File: config.mk
export PLATFORM = sky130hd
export DESIGN_NAME = mpr121_controller
export DESIGN_NICKNAME = d
export VERILOG_FILES = /design/src/mpr121_pkg.sv /design/src/i2c_byte_engine.sv /design/src/mpr121_controller.sv /design/src/mpr121_host_port.sv /design/src/mpr121_sequencer.sv
export SDC_FILE = /design/constraint.sdc
export NUM_CORES = 1
export LEC_CHECK = 0
export ABC_AREA = 1
export BUFFER_PORTS_ARGS = -buffer_cell sky130_fd_sc_hd__clkbuf_2
export CAP_MARGIN = 10
export CORE_AREA = 10 10 121 96
export CTS_CLUSTER_SIZE = 28
export DETAILED_ROUTE_END_ITERATION = 6
export DIE_AREA = 0 0 131 106
export GPL_TIMING_DRIVEN = 0
export MAX_ROUTING_LAYER = met4
export PLACE_DENSITY = 0.79
export SLEW_MARGIN = 20
export SYNTH_ARGS = -nofsm -noshare
export SYNTH_HDL_FRONTEND = slang
export SYNTH_SLANG_ARGS = --single-unit
File: constraint.sdc
create_clock -name i_CLK -period 6.1 [get_ports i_CLK]
set_clock_uncertainty 0.15 [all_clocks]
set_input_delay 0.915 -clock i_CLK [delete_from_list [all_inputs] [get_ports i_CLK]]
set_output_delay 0.915 -clock i_CLK [all_outputs]
set_load 0.05 [all_outputs]
File: src/mpr121_pkg.sv
package mpr121_pkg;

	// ====================================================================
	// bus constants
	// ====================================================================
	localparam logic [6:0] MPR121_ADDR    = 7'h5A; // ADDR pin tied to ground
	localparam logic [7:0] SOFT_RESET_REG = 8'h80; // soft reset register
	localparam logic [7:0] SOFT_RESET_VAL = 8'h63; // magic value for soft reset

	// one register address or data byte
	typedef logic [7:0] reg_byte_t;

	// host request, latched by the host port
	typedef struct packed {
		logic      op_read;  // 1 read, 0 write
		reg_byte_t reg_addr; // target register
		reg_byte_t wr_data;  // data for a write
	} host_req_t;

	// byte engine actions
	typedef enum logic [1:0] {
		op_start = 2'd0, // start or repeated start
		op_write = 2'd1, // shift out 8 bits, sample ack
		op_read  = 2'd2, // shift in 8 bits, drive ack
		op_stop  = 2'd3
	} byte_op_e;

	// one bus word seen two ways
	// the engine only ever looks at raw
	typedef union packed {
		struct packed {
			logic [6:0] addr; // 7-bit target address
			logic       rw;   // 0 write, 1 read
		} adr;
		reg_byte_t raw;       // register address or data byte
	} i2c_frame_u;

	// sequencer -> engine
	typedef struct packed {
		logic       stb;     // one-cycle strobe
		byte_op_e   op;
		i2c_frame_u frame;   // byte to send
		logic       ack_out; // ack level after a read byte, 1 = NACK
	} byte_cmd_t;

	// engine -> sequencer
	typedef struct packed {
		logic      done;    // one-cycle pulse at end of action
		reg_byte_t rd_byte; // byte shifted in
		logic      nack;    // ack bit seen after a written byte
	} byte_rsp_t;

	// sequencer -> host port
	typedef struct packed {
		logic      done;     // one-cycle pulse
		logic      was_init; // soft reset sequence, not a host request
		logic      nack;     // missed ack somewhere
		reg_byte_t rd_data;
	} seq_done_t;

endpackage

File: src/i2c_byte_engine.sv
`timescale 1ns/100ps

module i2c_byte_engine import mpr121_pkg::*; #(
	parameter int P_PRESCALE = 125 // quarter SCL period in clocks
) (
	input  logic      i_CLK,
	input  logic      i_RSTN,
	input  byte_cmd_t i_cmd,
	input  logic      i_sda,    // resolved bus level
	output byte_rsp_t o_rsp,
	output logic      o_scl_oe, // 1 pulls SCL low
	output logic      o_sda_oe  // 1 pulls SDA low
);

	localparam int            PW         = (P_PRESCALE > 1) ? $clog2(P_PRESCALE) : 1;
	localparam logic [PW-1:0] PRESC_LAST = PW'(P_PRESCALE - 1);

	logic          busy;
	byte_op_e      op_r;
	logic          ack_out_r;
	logic [PW-1:0] presc;    // cycles within a quarter
	logic [1:0]    phase;    // quarter within a bit
	logic [3:0]    bit_cnt;  // 0..7 data, 8 ack
	reg_byte_t     shift;
	logic          sda_smp;  // SDA taken mid SCL high
	logic          q_first;
	logic          q_last;
	logic          is_byte;
	logic          bit_oe;   // SDA drive for the current bit

	assign q_first = (presc == '0);
	assign q_last  = (presc == PRESC_LAST);
	assign is_byte = (op_r == op_write) || (op_r == op_read);

	always_comb
	begin
		if (bit_cnt == 4'd8)
			bit_oe = (op_r == op_read) ? !ack_out_r : 1'b0; // our ack, or release for target
		else
			bit_oe = (op_r == op_write) ? !shift[7] : 1'b0; // msb first
	end

	// datapath, shift in on every bit, read or write
	always_ff @(posedge i_CLK)
	begin
		if (!busy && i_cmd.stb)
		begin
			op_r      <= i_cmd.op;
			ack_out_r <= i_cmd.ack_out;
			shift     <= i_cmd.frame.raw;
		end
		else if (busy)
		begin
			if (phase == 2'd2 && q_first)
				sda_smp <= i_sda;
			if (phase == 2'd3 && q_last && bit_cnt < 4'd8)
				shift <= {shift[6:0], sda_smp};
		end
	end

	// ====================================================================
	// quarter sequencing and line control
	// ====================================================================
	always_ff @(posedge i_CLK or negedge i_RSTN)
	begin
		if (!i_RSTN)
		begin
			busy     <= 1'b0;
			presc    <= '0;
			phase    <= 2'd0;
			bit_cnt  <= 4'd0;
			o_scl_oe <= 1'b0;
			o_sda_oe <= 1'b0;
			o_rsp    <= '0;
		end
		else
		begin
			o_rsp.done <= 1'b0;
			if (!busy)
			begin
				if (i_cmd.stb)
				begin
					busy    <= 1'b1;
					presc   <= '0;
					phase   <= 2'd0;
					bit_cnt <= 4'd0;
				end
			end
			else
			begin
				// line changes at the first cycle of each quarter
				if (q_first)
				begin
					case (op_r)
						op_start:
							case (phase)
								2'd0: o_sda_oe <= 1'b0; // release, SCL may be low
								2'd1: o_scl_oe <= 1'b0;
								2'd2: o_sda_oe <= 1'b1; // SDA falls, SCL high
								default: o_scl_oe <= 1'b1;
							endcase
						op_stop:
							case (phase)
								2'd0:
								begin
									o_scl_oe <= 1'b1;
									o_sda_oe <= 1'b1;
								end
								2'd1: o_scl_oe <= 1'b0;
								2'd2: o_sda_oe <= 1'b0; // SDA rises, SCL high
								default: o_sda_oe <= 1'b0; // hold idle
							endcase
						default: // write or read bit
							case (phase)
								2'd0: o_sda_oe <= bit_oe; // SCL low here
								2'd1: o_scl_oe <= 1'b0;
								2'd2: o_scl_oe <= 1'b0; // sample slot
								default: o_scl_oe <= 1'b1;
							endcase
					endcase
				end

				if (q_last)
				begin
					presc <= '0;
					phase <= phase + 2'd1;
					if (phase == 2'd3)
					begin
						if (!is_byte || bit_cnt == 4'd8)
						begin
							busy          <= 1'b0;
							o_rsp.done    <= 1'b1;
							o_rsp.rd_byte <= shift;
							o_rsp.nack    <= (op_r == op_write) && sda_smp;
						end
						else
							bit_cnt <= bit_cnt + 4'd1;
					end
				end
				else
					presc <= presc + 1'b1;
			end
		end
	end

	// sequencer waits for done before the next command
	a_no_cmd_busy : assert property (@(posedge i_CLK) disable iff (!i_RSTN)
		i_cmd.stb |-> !busy);

	// inside a byte, SDA only moves while SCL is held low
	a_sda_scl_low : assert property (@(posedge i_CLK) disable iff (!i_RSTN)
		(busy && is_byte && $changed(o_sda_oe)) |-> o_scl_oe);

endmodule

File: src/mpr121_controller.sv
`timescale 1ns/100ps

module mpr121_controller import mpr121_pkg::*; #(
	parameter int         P_PRESCALE    = 125,        // 100 kHz from 50 MHz
	parameter logic [6:0] P_TARGET_ADDR = MPR121_ADDR
) (
	input  logic      i_CLK,
	input  logic      i_RSTN,
	input  logic      i_write_en,
	input  logic      i_read_en,
	input  reg_byte_t i_reg_addr,
	input  reg_byte_t i_wr_data,
	input  logic      i_i2c_sda,    // resolved SDA
	output reg_byte_t o_rd_data,
	output logic      o_busy,
	output logic      o_fail,
	output logic      o_init_set,
	output logic      o_i2c_scl_oe, // open drain, 1 = low
	output logic      o_i2c_sda_oe
);

	host_req_t req;
	logic      req_stb;
	seq_done_t seq_done;
	byte_cmd_t cmd;
	byte_rsp_t rsp;

	// ====================================================================
	// host side -> sequencer -> bus side
	// ====================================================================
	mpr121_host_port i_host_port (
		.i_CLK      (i_CLK),
		.i_RSTN     (i_RSTN),
		.i_write_en (i_write_en),
		.i_read_en  (i_read_en),
		.i_reg_addr (i_reg_addr),
		.i_wr_data  (i_wr_data),
		.i_done     (seq_done),
		.o_req      (req),
		.o_req_stb  (req_stb),
		.o_rd_data  (o_rd_data),
		.o_busy     (o_busy),
		.o_fail     (o_fail),
		.o_init_set (o_init_set)
	);

	mpr121_sequencer #(.P_TARGET_ADDR(P_TARGET_ADDR)) i_sequencer (
		.i_CLK     (i_CLK),
		.i_RSTN    (i_RSTN),
		.i_req     (req),
		.i_req_stb (req_stb),
		.i_rsp     (rsp),
		.o_cmd     (cmd),
		.o_done    (seq_done)
	);

	i2c_byte_engine #(.P_PRESCALE(P_PRESCALE)) i_byte_engine (
		.i_CLK    (i_CLK),
		.i_RSTN   (i_RSTN),
		.i_cmd    (cmd),
		.i_sda    (i_i2c_sda),
		.o_rsp    (rsp),
		.o_scl_oe (o_i2c_scl_oe),
		.o_sda_oe (o_i2c_sda_oe)
	);

endmodule

File: src/mpr121_host_port.sv
`timescale 1ns/100ps

module mpr121_host_port import mpr121_pkg::*; (
	input  logic      i_CLK,
	input  logic      i_RSTN,
	input  logic      i_write_en,  // level
	input  logic      i_read_en,   // level
	input  reg_byte_t i_reg_addr,
	input  reg_byte_t i_wr_data,
	input  seq_done_t i_done,      // completion from sequencer
	output host_req_t o_req,
	output logic      o_req_stb,
	output reg_byte_t o_rd_data,
	output logic      o_busy,
	output logic      o_fail,
	output logic      o_init_set
);

	logic armed;  // cleared on accept, set again once both enables drop
	logic accept;

	// write wins when both enables are high
	assign accept = o_init_set && !o_busy && armed && (i_write_en || i_read_en);

	// request payload
	always_ff @(posedge i_CLK)
	begin
		if (accept)
			o_req <= '{op_read: !i_write_en, reg_addr: i_reg_addr, wr_data: i_wr_data};
	end

	// ====================================================================
	// status flags
	// ====================================================================
	always_ff @(posedge i_CLK or negedge i_RSTN)
	begin
		if (!i_RSTN)
		begin
			armed      <= 1'b1;
			o_req_stb  <= 1'b0;
			o_busy     <= 1'b0;
			o_fail     <= 1'b0;
			o_init_set <= 1'b0;
			o_rd_data  <= '0;
		end
		else
		begin
			o_req_stb <= accept; // one cycle
			if (accept)
			begin
				o_busy <= 1'b1;
				armed  <= 1'b0;
			end
			else if (!armed && !i_write_en && !i_read_en)
				armed <= 1'b1;    // enables seen low, ready for next

			if (i_done.done)
			begin
				o_fail <= i_done.nack;
				if (i_done.was_init)
					o_init_set <= 1'b1;
				else
				begin
					o_busy <= 1'b0;
					if (o_req.op_read && !i_done.nack)
						o_rd_data <= i_done.rd_data; // only good reads update
				end
			end
		end
	end

	// host completions only come back for an accepted request
	a_done_busy : assert property (@(posedge i_CLK) disable iff (!i_RSTN)
		(i_done.done && !i_done.was_init) |-> o_busy);

endmodule

File: src/mpr121_sequencer.sv
`timescale 1ns/100ps

module mpr121_sequencer import mpr121_pkg::*; #(
	parameter logic [6:0] P_TARGET_ADDR = MPR121_ADDR
) (
	input  logic      i_CLK,
	input  logic      i_RSTN,
	input  host_req_t i_req,
	input  logic      i_req_stb,
	input  byte_rsp_t i_rsp,
	output byte_cmd_t o_cmd,
	output seq_done_t o_done
);

	localparam logic RW_WRITE = 1'b0;
	localparam logic RW_READ  = 1'b1;

	// one-hot, one state per pending byte action
	typedef enum logic [8:0] {
		st_idle    = 9'b000000001,
		st_start   = 9'b000000010, // start issued
		st_addr_w  = 9'b000000100, // address + W issued
		st_reg     = 9'b000001000, // register byte issued
		st_data    = 9'b000010000, // write data issued
		st_rstart  = 9'b000100000, // repeated start issued
		st_addr_r  = 9'b001000000, // address + R issued
		st_read    = 9'b010000000, // read byte with NACK issued
		st_stop    = 9'b100000000  // stop issued
	} seq_state_e;

	seq_state_e state;
	host_req_t  cur_req;
	reg_byte_t  rd_byte_r;
	logic       init_pend;  // soft reset still to do
	logic       is_init;
	logic       nack_r;
	logic       start_init;
	logic       start_host;

	function automatic byte_cmd_t mk_cmd(byte_op_e op, i2c_frame_u frame, logic ack);
		byte_cmd_t c;
		c.stb     = 1'b1;
		c.op      = op;
		c.frame   = frame;
		c.ack_out = ack;
		return c;
	endfunction

	function automatic i2c_frame_u addr_frame(logic rw);
		i2c_frame_u f;
		f.adr.addr = P_TARGET_ADDR;
		f.adr.rw   = rw;
		return f;
	endfunction

	function automatic i2c_frame_u data_frame(reg_byte_t b);
		i2c_frame_u f;
		f.raw = b;
		return f;
	endfunction

	assign start_init = (state == st_idle) && init_pend;
	assign start_host = (state == st_idle) && !init_pend && i_req_stb;

	// request and read byte, no reset needed
	always_ff @(posedge i_CLK)
	begin
		if (start_init)
			cur_req <= '{op_read: 1'b0, reg_addr: SOFT_RESET_REG, wr_data: SOFT_RESET_VAL};
		else if (start_host)
			cur_req <= i_req;
		if (state == st_read && i_rsp.done)
			rd_byte_r <= i_rsp.rd_byte;
	end

	// ====================================================================
	// byte command chain
	// ====================================================================
	always_ff @(posedge i_CLK or negedge i_RSTN)
	begin
		if (!i_RSTN)
		begin
			state     <= st_idle;
			init_pend <= 1'b1;
			is_init   <= 1'b0;
			nack_r    <= 1'b0;
			o_cmd     <= '0;
			o_done    <= '0;
		end
		else
		begin
			o_cmd.stb   <= 1'b0;
			o_done.done <= 1'b0;
			case (state)
				st_idle:
					if (start_init || start_host)
					begin
						is_init   <= start_init;
						init_pend <= 1'b0;
						nack_r    <= 1'b0;
						o_cmd     <= mk_cmd(op_start, data_frame(8'h00), 1'b0);
						state     <= st_start;
					end
				st_start:
					if (i_rsp.done)
					begin
						o_cmd <= mk_cmd(op_write, addr_frame(RW_WRITE), 1'b0);
						state <= st_addr_w;
					end
				st_addr_w, st_reg, st_addr_r:
					if (i_rsp.done && i_rsp.nack)
					begin
						nack_r <= 1'b1; // abort straight to stop
						o_cmd  <= mk_cmd(op_stop, data_frame(8'h00), 1'b0);
						state  <= st_stop;
					end
					else if (i_rsp.done && state == st_addr_w)
					begin
						o_cmd <= mk_cmd(op_write, data_frame(cur_req.reg_addr), 1'b0);
						state <= st_reg;
					end
					else if (i_rsp.done && state == st_reg && cur_req.op_read)
					begin
						o_cmd <= mk_cmd(op_start, data_frame(8'h00), 1'b0); // repeated start
						state <= st_rstart;
					end
					else if (i_rsp.done && state == st_reg)
					begin
						o_cmd <= mk_cmd(op_write, data_frame(cur_req.wr_data), 1'b0);
						state <= st_data;
					end
					else if (i_rsp.done)
					begin
						o_cmd <= mk_cmd(op_read, data_frame(8'h00), 1'b1); // single byte, NACK
						state <= st_read;
					end
				st_rstart:
					if (i_rsp.done)
					begin
						o_cmd <= mk_cmd(op_write, addr_frame(RW_READ), 1'b0);
						state <= st_addr_r;
					end
				st_data, st_read:
					if (i_rsp.done)
					begin
						if (state == st_data)
							nack_r <= i_rsp.nack; // last written byte
						o_cmd <= mk_cmd(op_stop, data_frame(8'h00), 1'b0);
						state <= st_stop;
					end
				st_stop:
					if (i_rsp.done)
					begin
						o_done <= '{done: 1'b1, was_init: is_init, nack: nack_r, rd_data: rd_byte_r};
						state  <= st_idle;
					end
				default:
					state <= st_idle;
			endcase
		end
	end

	// host port must wait for the previous completion
	a_req_idle : assert property (@(posedge i_CLK) disable iff (!i_RSTN)
		i_req_stb |-> (state == st_idle && !init_pend));

	a_state_onehot : assert property (@(posedge i_CLK) disable iff (!i_RSTN)
		$onehot(state));

endmodule

After elaboration in Yosys (flattened, before gate mapping)
Index checks and enable logic that the tools add are counted.
{"block": "totals", "regBits": 128, "input_bits": 21, "output_inout_bits": 13, "elab_cells": 205}
{"block": "op_classes", "n_eq_ne": 33, "muxes": 67, "reduce_logical": 61, "bitwise": 2, "n_addsub": 3, "order_cmp": 1}
{"cell": "2-to-1 mux 12 bit", "count": 9}
{"cell": "2-to-1 mux 9 bit", "count": 10}
{"cell": "one-hot mux 12 bit (5 select lines)", "count": 1}
{"cell": "one-hot mux 9 bit (6 select lines)", "count": 1}
{"cell": "2-to-1 mux 10 bit", "count": 4}
{"cell": "2-to-1 mux 8 bit", "count": 3}
{"cell": "2-to-1 mux 11 bit", "count": 2}
{"cell": "2-to-1 mux 7 bit", "count": 3}
{"cell": "2-to-1 mux 4 bit", "count": 5}
{"cell": "logical AND 1 bit", "count": 19}
{"cell": "2-to-1 mux 1 bit", "count": 18}
{"cell": "AND reduction 5 bit", "count": 3}
{"cell": "one-hot mux 1 bit (2 select lines)", "count": 7}
{"cell": "inequality test 2 x 1 -> 1 bit, second input constant", "count": 6}
{"cell": "inequality test 2 bit, second input constant", "count": 6}
{"cell": "AND reduction 6 bit", "count": 2}
{"cell": "logical NOT 1 bit", "count": 10}
{"cell": "AND reduction 2 bit", "count": 5}
{"cell": "equality test 9 x 1 -> 1 bit, second input constant", "count": 1}
{"cell": "equality test 9 x 2 -> 1 bit, second input constant", "count": 1}
{"cell": "equality test 9 x 3 -> 1 bit, second input constant", "count": 1}
{"cell": "equality test 9 x 4 -> 1 bit, second input constant", "count": 1}
{"cell": "equality test 9 x 5 -> 1 bit, second input constant", "count": 1}
{"cell": "equality test 9 x 6 -> 1 bit, second input constant", "count": 1}
{"cell": "28 further kinds", "count": 47}

Logic depth before layout (Yosys ltp)
{"block": "depth", "word_depth": 8, "ltp_mapped": 12, "ltp_nobuf": 12}

Hierarchy
A second synthesis with hierarchy kept.
{"block": "hier_totals", "hier_cells": 651, "hier_area_um2": 5861.9}
{"mod": "mpr121_sequencer", "instances": 1, "area_per_inst_um2": 2710.1, "cells_each": 331, "seq_area_each_um2": 1458.9}
{"mod": "i2c_byte_engine", "instances": 1, "area_per_inst_um2": 2100.8, "cells_each": 245, "seq_area_each_um2": 1011.0}
{"mod": "mpr121_host_port", "instances": 1, "area_per_inst_um2": 1051.0, "cells_each": 75, "seq_area_each_um2": 837.1}

Least setup slack after synthesis
No wires, ideal clock.
{"block": "synth_timing", "kind": "input-to-reg", "from": "in i_write_en", "to": "reg i_host_port.o_req[0] in the netlist's numbering, enable pin", "cell_stages": 2, "path_buffers": 0, "arrival_time_ps": 2276, "slack_ps": 3257, "setup_ps": 417, "required_ps": 5533, "cell_sequence": "o21ai_0 > nor3_1"}
{"block": "synth_between", "elab_chain_len": 2}
{"element": "start: declaration", "line": "mpr121_controller.sv:9", "text": "input logic i_write_en,"}
{"element": "logical OR 1 bit", "line": "mpr121_host_port.sv:23", "text": "assign accept = o_init_set && !o_busy && armed && (i_write_en || i_read_en);"}
{"element": "logical AND 1 bit", "line": "mpr121_host_port.sv:23"}
{"element": "via i_host_port.accept", "line": "mpr121_host_port.sv:20", "text": "logic accept;"}
{"element": "end signal: assignment", "line": "mpr121_host_port.sv:29", "text": "o_req <= '{op_read: !i_write_en, reg_addr: i_reg_addr, wr_data: i_wr_data};"}
{"element": "end: declaration", "line": "mpr121_host_port.sv:11", "text": "output host_req_t o_req,"}
The timed path passes the listed nets, and every way through them passes these cells.
A chain may end at the register's enable or synchronous reset.

Final worst setup path
{"block": "layout_timing", "from": "reg i_byte_engine.busy", "to": "reg i_byte_engine.shift[6], enable pin"}
{"block": "layout_between", "elab_chain_len": 4, "word_cells_on_any_way": 5, "cone_classes": "reduce/logical: 5"}
{"element": "start: declaration", "line": "i2c_byte_engine.sv:18", "text": "logic busy;"}
{"element": "start signal: assignment", "line": "i2c_byte_engine.sv:68", "text": "busy <= 1'b0;"}
{"element": "start signal: assignment", "line": "i2c_byte_engine.sv:83", "text": "busy <= 1'b1;"}
{"element": "start signal: assignment", "line": "i2c_byte_engine.sv:131", "text": "busy <= 1'b0;"}
{"element": "logical NOT 1 bit", "line": "i2c_byte_engine.sv:46", "text": "if (!busy && i_cmd.stb)"}
{"element": "logical AND 1 bit", "line": "i2c_byte_engine.sv:46"}
{"element": "nonzero test 2 bit (no line)"}
{"element": "AND reduction 2 bit (no line) *"}
{"element": "end signal: assignment", "line": "i2c_byte_engine.sv:50", "text": "shift <= i_cmd.frame.raw;"}
{"element": "end signal: assignment", "line": "i2c_byte_engine.sv:57", "text": "shift <= {shift[6:0], sda_smp};"}
{"element": "end: declaration", "line": "i2c_byte_engine.sv:24", "text": "reg_byte_t shift;"}
Mark *: on every way between the ends. The rest lies on a longest branch, timed or not.

==> metrics.md <==
| Metric | Value |
|---|---|
| Status | finished, final reports clean |
| Slowest stage delay, CP | 450 ps |
| Seq cells post-synth | 128 |
| Placed instance count | 737 |
| CTS tree | built |
| Reg2Reg Depth | 4 |
| Power Density | a little over 300 nW/um2 |
| Endpoints failing setup | 0 |
| Fin util | 70.5% |
| Vias in the first global route | 3848 |
| Total Wirelength | approximately 11000 um |
| Worst Setup End Kind | register |
| Sequential-to-total area share from yosys stat | between 50% and 60% |
| Slew @ Worst Pin | ~740 ps |
| Area of the mapped netlist | about 5600 um2 |
| GPL Wtd Cong | between 0.9 and 1 |
| Via density | approximately 5.2 |
| Top-area cell type share of the netlist area | approximately a third |
| Clk pin slew, worst setup/hold paths | around 60 ps |
| Clock sink count | around 130 |
| First drt pass iteration count | 5 |
| DPL Wire Length | 7560 um |
| Reg2Reg Launch Point | i_byte_engine.busy$_DFF_PN0_ |
| Crit share post-route | 36.0% |
| Top-count cell post-synth | nand2_1 |
| Finished Layout Cells | slightly below 800 |
| CP Class | register to register |
| Post-cts sizing count | 0 |
| Antenna violations before repair | 0 |
| Drt wl/cell | about 14 um |
| WP depth | 4 |
| Synth cell count leaders | 140 x nand2_1, 72 x inv_1, 71 x dfrtp_1, 48 x nor2_1, 38 x o21ai_0 |
| Die Ht | roughly 110 um |
| Cts hold-fix bufs | 0 |
| DRT antenna net count | 0 |
| # Post-CTS Setup Buffers | 0 |
| Chip Width | roughly 130 um |
| Largest net degree at the start of global routing | 51 |
| Yosys top cell by area | dfrtp_1 |
| Drt drc | 0 |
| Syn Inst Count | between 500 and 600 |
| Post-synth EDFFs | 37 |
| Top_reg_cell synth | dfrtp_1 |
| Synthesized net count | ~600 |
| Synth top area cells | dfrtp_1 32%, edfxtp_1 20%, nand2_1 9.4%, dfxtp_1 6.1%, inv_1 4.8% |
| Crit path DAT | approximately 2100 ps |
| First-pass GRT wire length | roughly 18000 um |
| Area growth from synthesis to layout | 18.2% |
| Max Fclk | between 400 and 500 MHz |
| Setup_tns | 0 ps |
| Hold Crit Class | input port to asynchronous set/reset pin |
| Warnings from Yosys | 0 |
| Async SR Flop Fraction | roughly 58% |
| Worst-path fanout max | 8 |
| Antenna diode count | 0 |
| Routed vias | 3974 |
| Post-synthesis cell type count | 43 |
| Syn Area/Cell | roughly 9.8 um2 |
| Core Footprint | between 9000 and 10000 um2 |
| Worst setup SP type | register |
| Buf/Inv on CP | 2 |
| Num CTS Buffers | 17 |
| Pins over their slew limit | 0 |
| CP max stage cell | o21ai_1 |
| Max transition margin | between 50% and 60% |
| Clock buffer depth | 2 |
| Nets@finish | around 660 |
| H-Tree Depth | 4 |
| Fraction of layout cells with a size suffix above 1 | between 10% and 20% |
| WP data required | 5990 ps |
| Initial Util | 59.6% |
| I/O Buffers | 33 |
| RSZ-0062 raised after global routing | false |
| Iter 0 DRT Violations | approximately 270 |
| Leak pwr | a little over 3 nW |
| Max VDD drop | 0.000366 V |
| Clk_lat worst skew | roughly 400 ps |
| Global route overflow | 0 |
| Crit path time final | roughly 2200 ps |
| Final hold vios | 0 |
| Std cell rows | 31 |
| Max-cap viol count | 0 |
| I/O Pins | 34 |
| Gr usage total | between 15 and 20% |
| DIE AREA | 13900 um2 |
| Worst-path cell chain | clkdlybuf4s15_2 > nor2_1 > inv_1 > o21ai_1 |
| Crit-path leading delay family | buffers and inverters |
| Critical Path Start | i_byte_engine.busy$_DFF_PN0_ |
| Root buffer cell | clkbuf_16 |
worst paths after layout:
| path | to | slack, ps |
|---|---|---|
| worst max-delay path | i_byte_engine.shift[6]$_DFFE_PP_ | 3900 |
| worst min-delay path | i_host_port.o_init_set$_DFFE_PN0P_ | 290 |
| worst max register to register | i_byte_engine.shift[6]$_DFFE_PP_ | 3900 |
| worst min register to register | i_sequencer.o_done[3]$_DFFE_PN0P_ | 290 |
| max in group asynchronous | i_sequencer.state[0]$_DFFE_PN1P_ | 4920 |
| min in group i_CLK | i_sequencer.o_done[3]$_DFFE_PN0P_ | 290 |
layer usage:
metal | part of all wire, % | vias to the layer above | wire (um) | global-route usage (%)
met5 | 0 | - | 0 | -
met1 | 46 | 1854 | 4980 | 22.0
met2 | 46 | 124 | 5010 | 25.9
li1 | - | 1977 | - | -
met4 | 1.6 | 0 | 177 | 6.97
met3 | 6.1 | 19 | 664 | 4.37
metrics by stage:
step	hold slack, ps	instance area (um2)	worst slack (ps)	power [mW]
floorplan	262	5570	3260	0.897
global route	303	6590	3790	2.04
detailed placement	283	5950	3650	0.915
finish	287	6590	3900	1.99
global placement	269	5900	2590	0.912
CTS	281	6590	3650	2.00
power by group:
group	internal (mW)	switching [mW]
Combinational	0.00654	0.0113
Clock	0.722	0.368
Sequential	0.880	0
cell usage in the layout, fill, tap and decap left out, drive strengths merged:
master,n
mux2i,1
clkinv,7
or2,1
edfxtp,37
o21ai,51
ha,12
o211ai,1
dfrtp,71
o22a,3
clkdlybuf4s15,1
nor2,57
a22o,7
mux2,4
clkbuf,52
o32ai,1
nand4,8
a21oi,11
inv,80
nand3,27
dfxtp,17
o22ai,6
dfstp,3
xnor2,1
a22oi,4
clkinvlp,1
nand2,149
a21o,1
buf,7
bufinv,5
a311oi,1
nor3,4
xor2,6
kinds of logic (layout without fill, tap and decap cells):
group,after synthesis,count (layout),synth area share [%]
simple gates,246,246,19.8
buf+inv,86,153,6.40
xor+xnor,7,7,1.10
compound gates,86,86,9.70
mux,5,5,0.988
flops,128,128,59.3
fa+ha+maj,12,12,2.69
area by class of cell:
type / count / area [um2]
well taps: 132 / 165
fillers: 685 / 2760
clock inverters: 15 / 215
inverters: 78 / 295
flip-flops and latches: 128 / 3310
clock buffers: 17 / 425
multi-input cells: 356 / 1910
plain buffers: 8 / 61.3
repair buffers: 35 / 203
flip-flops by register name (all words and copies together), names as in the netlist, 2 cells and up:
name                   flops
i_byte_engine.bit_cnt      4
i_byte_engine.o_rsp       10
i_byte_engine.op_r         2
i_byte_engine.phase        2
i_byte_engine.presc        7
i_byte_engine.shift        8
i_host_port.o_rd_data      8
i_host_port.o_req         17
i_sequencer.cur_req       17
i_sequencer.o_cmd         12
i_sequencer.o_done        11
i_sequencer.rd_byte_r      8
i_sequencer.state          9
Note: power is estimated with default switching activity, not from simulation.
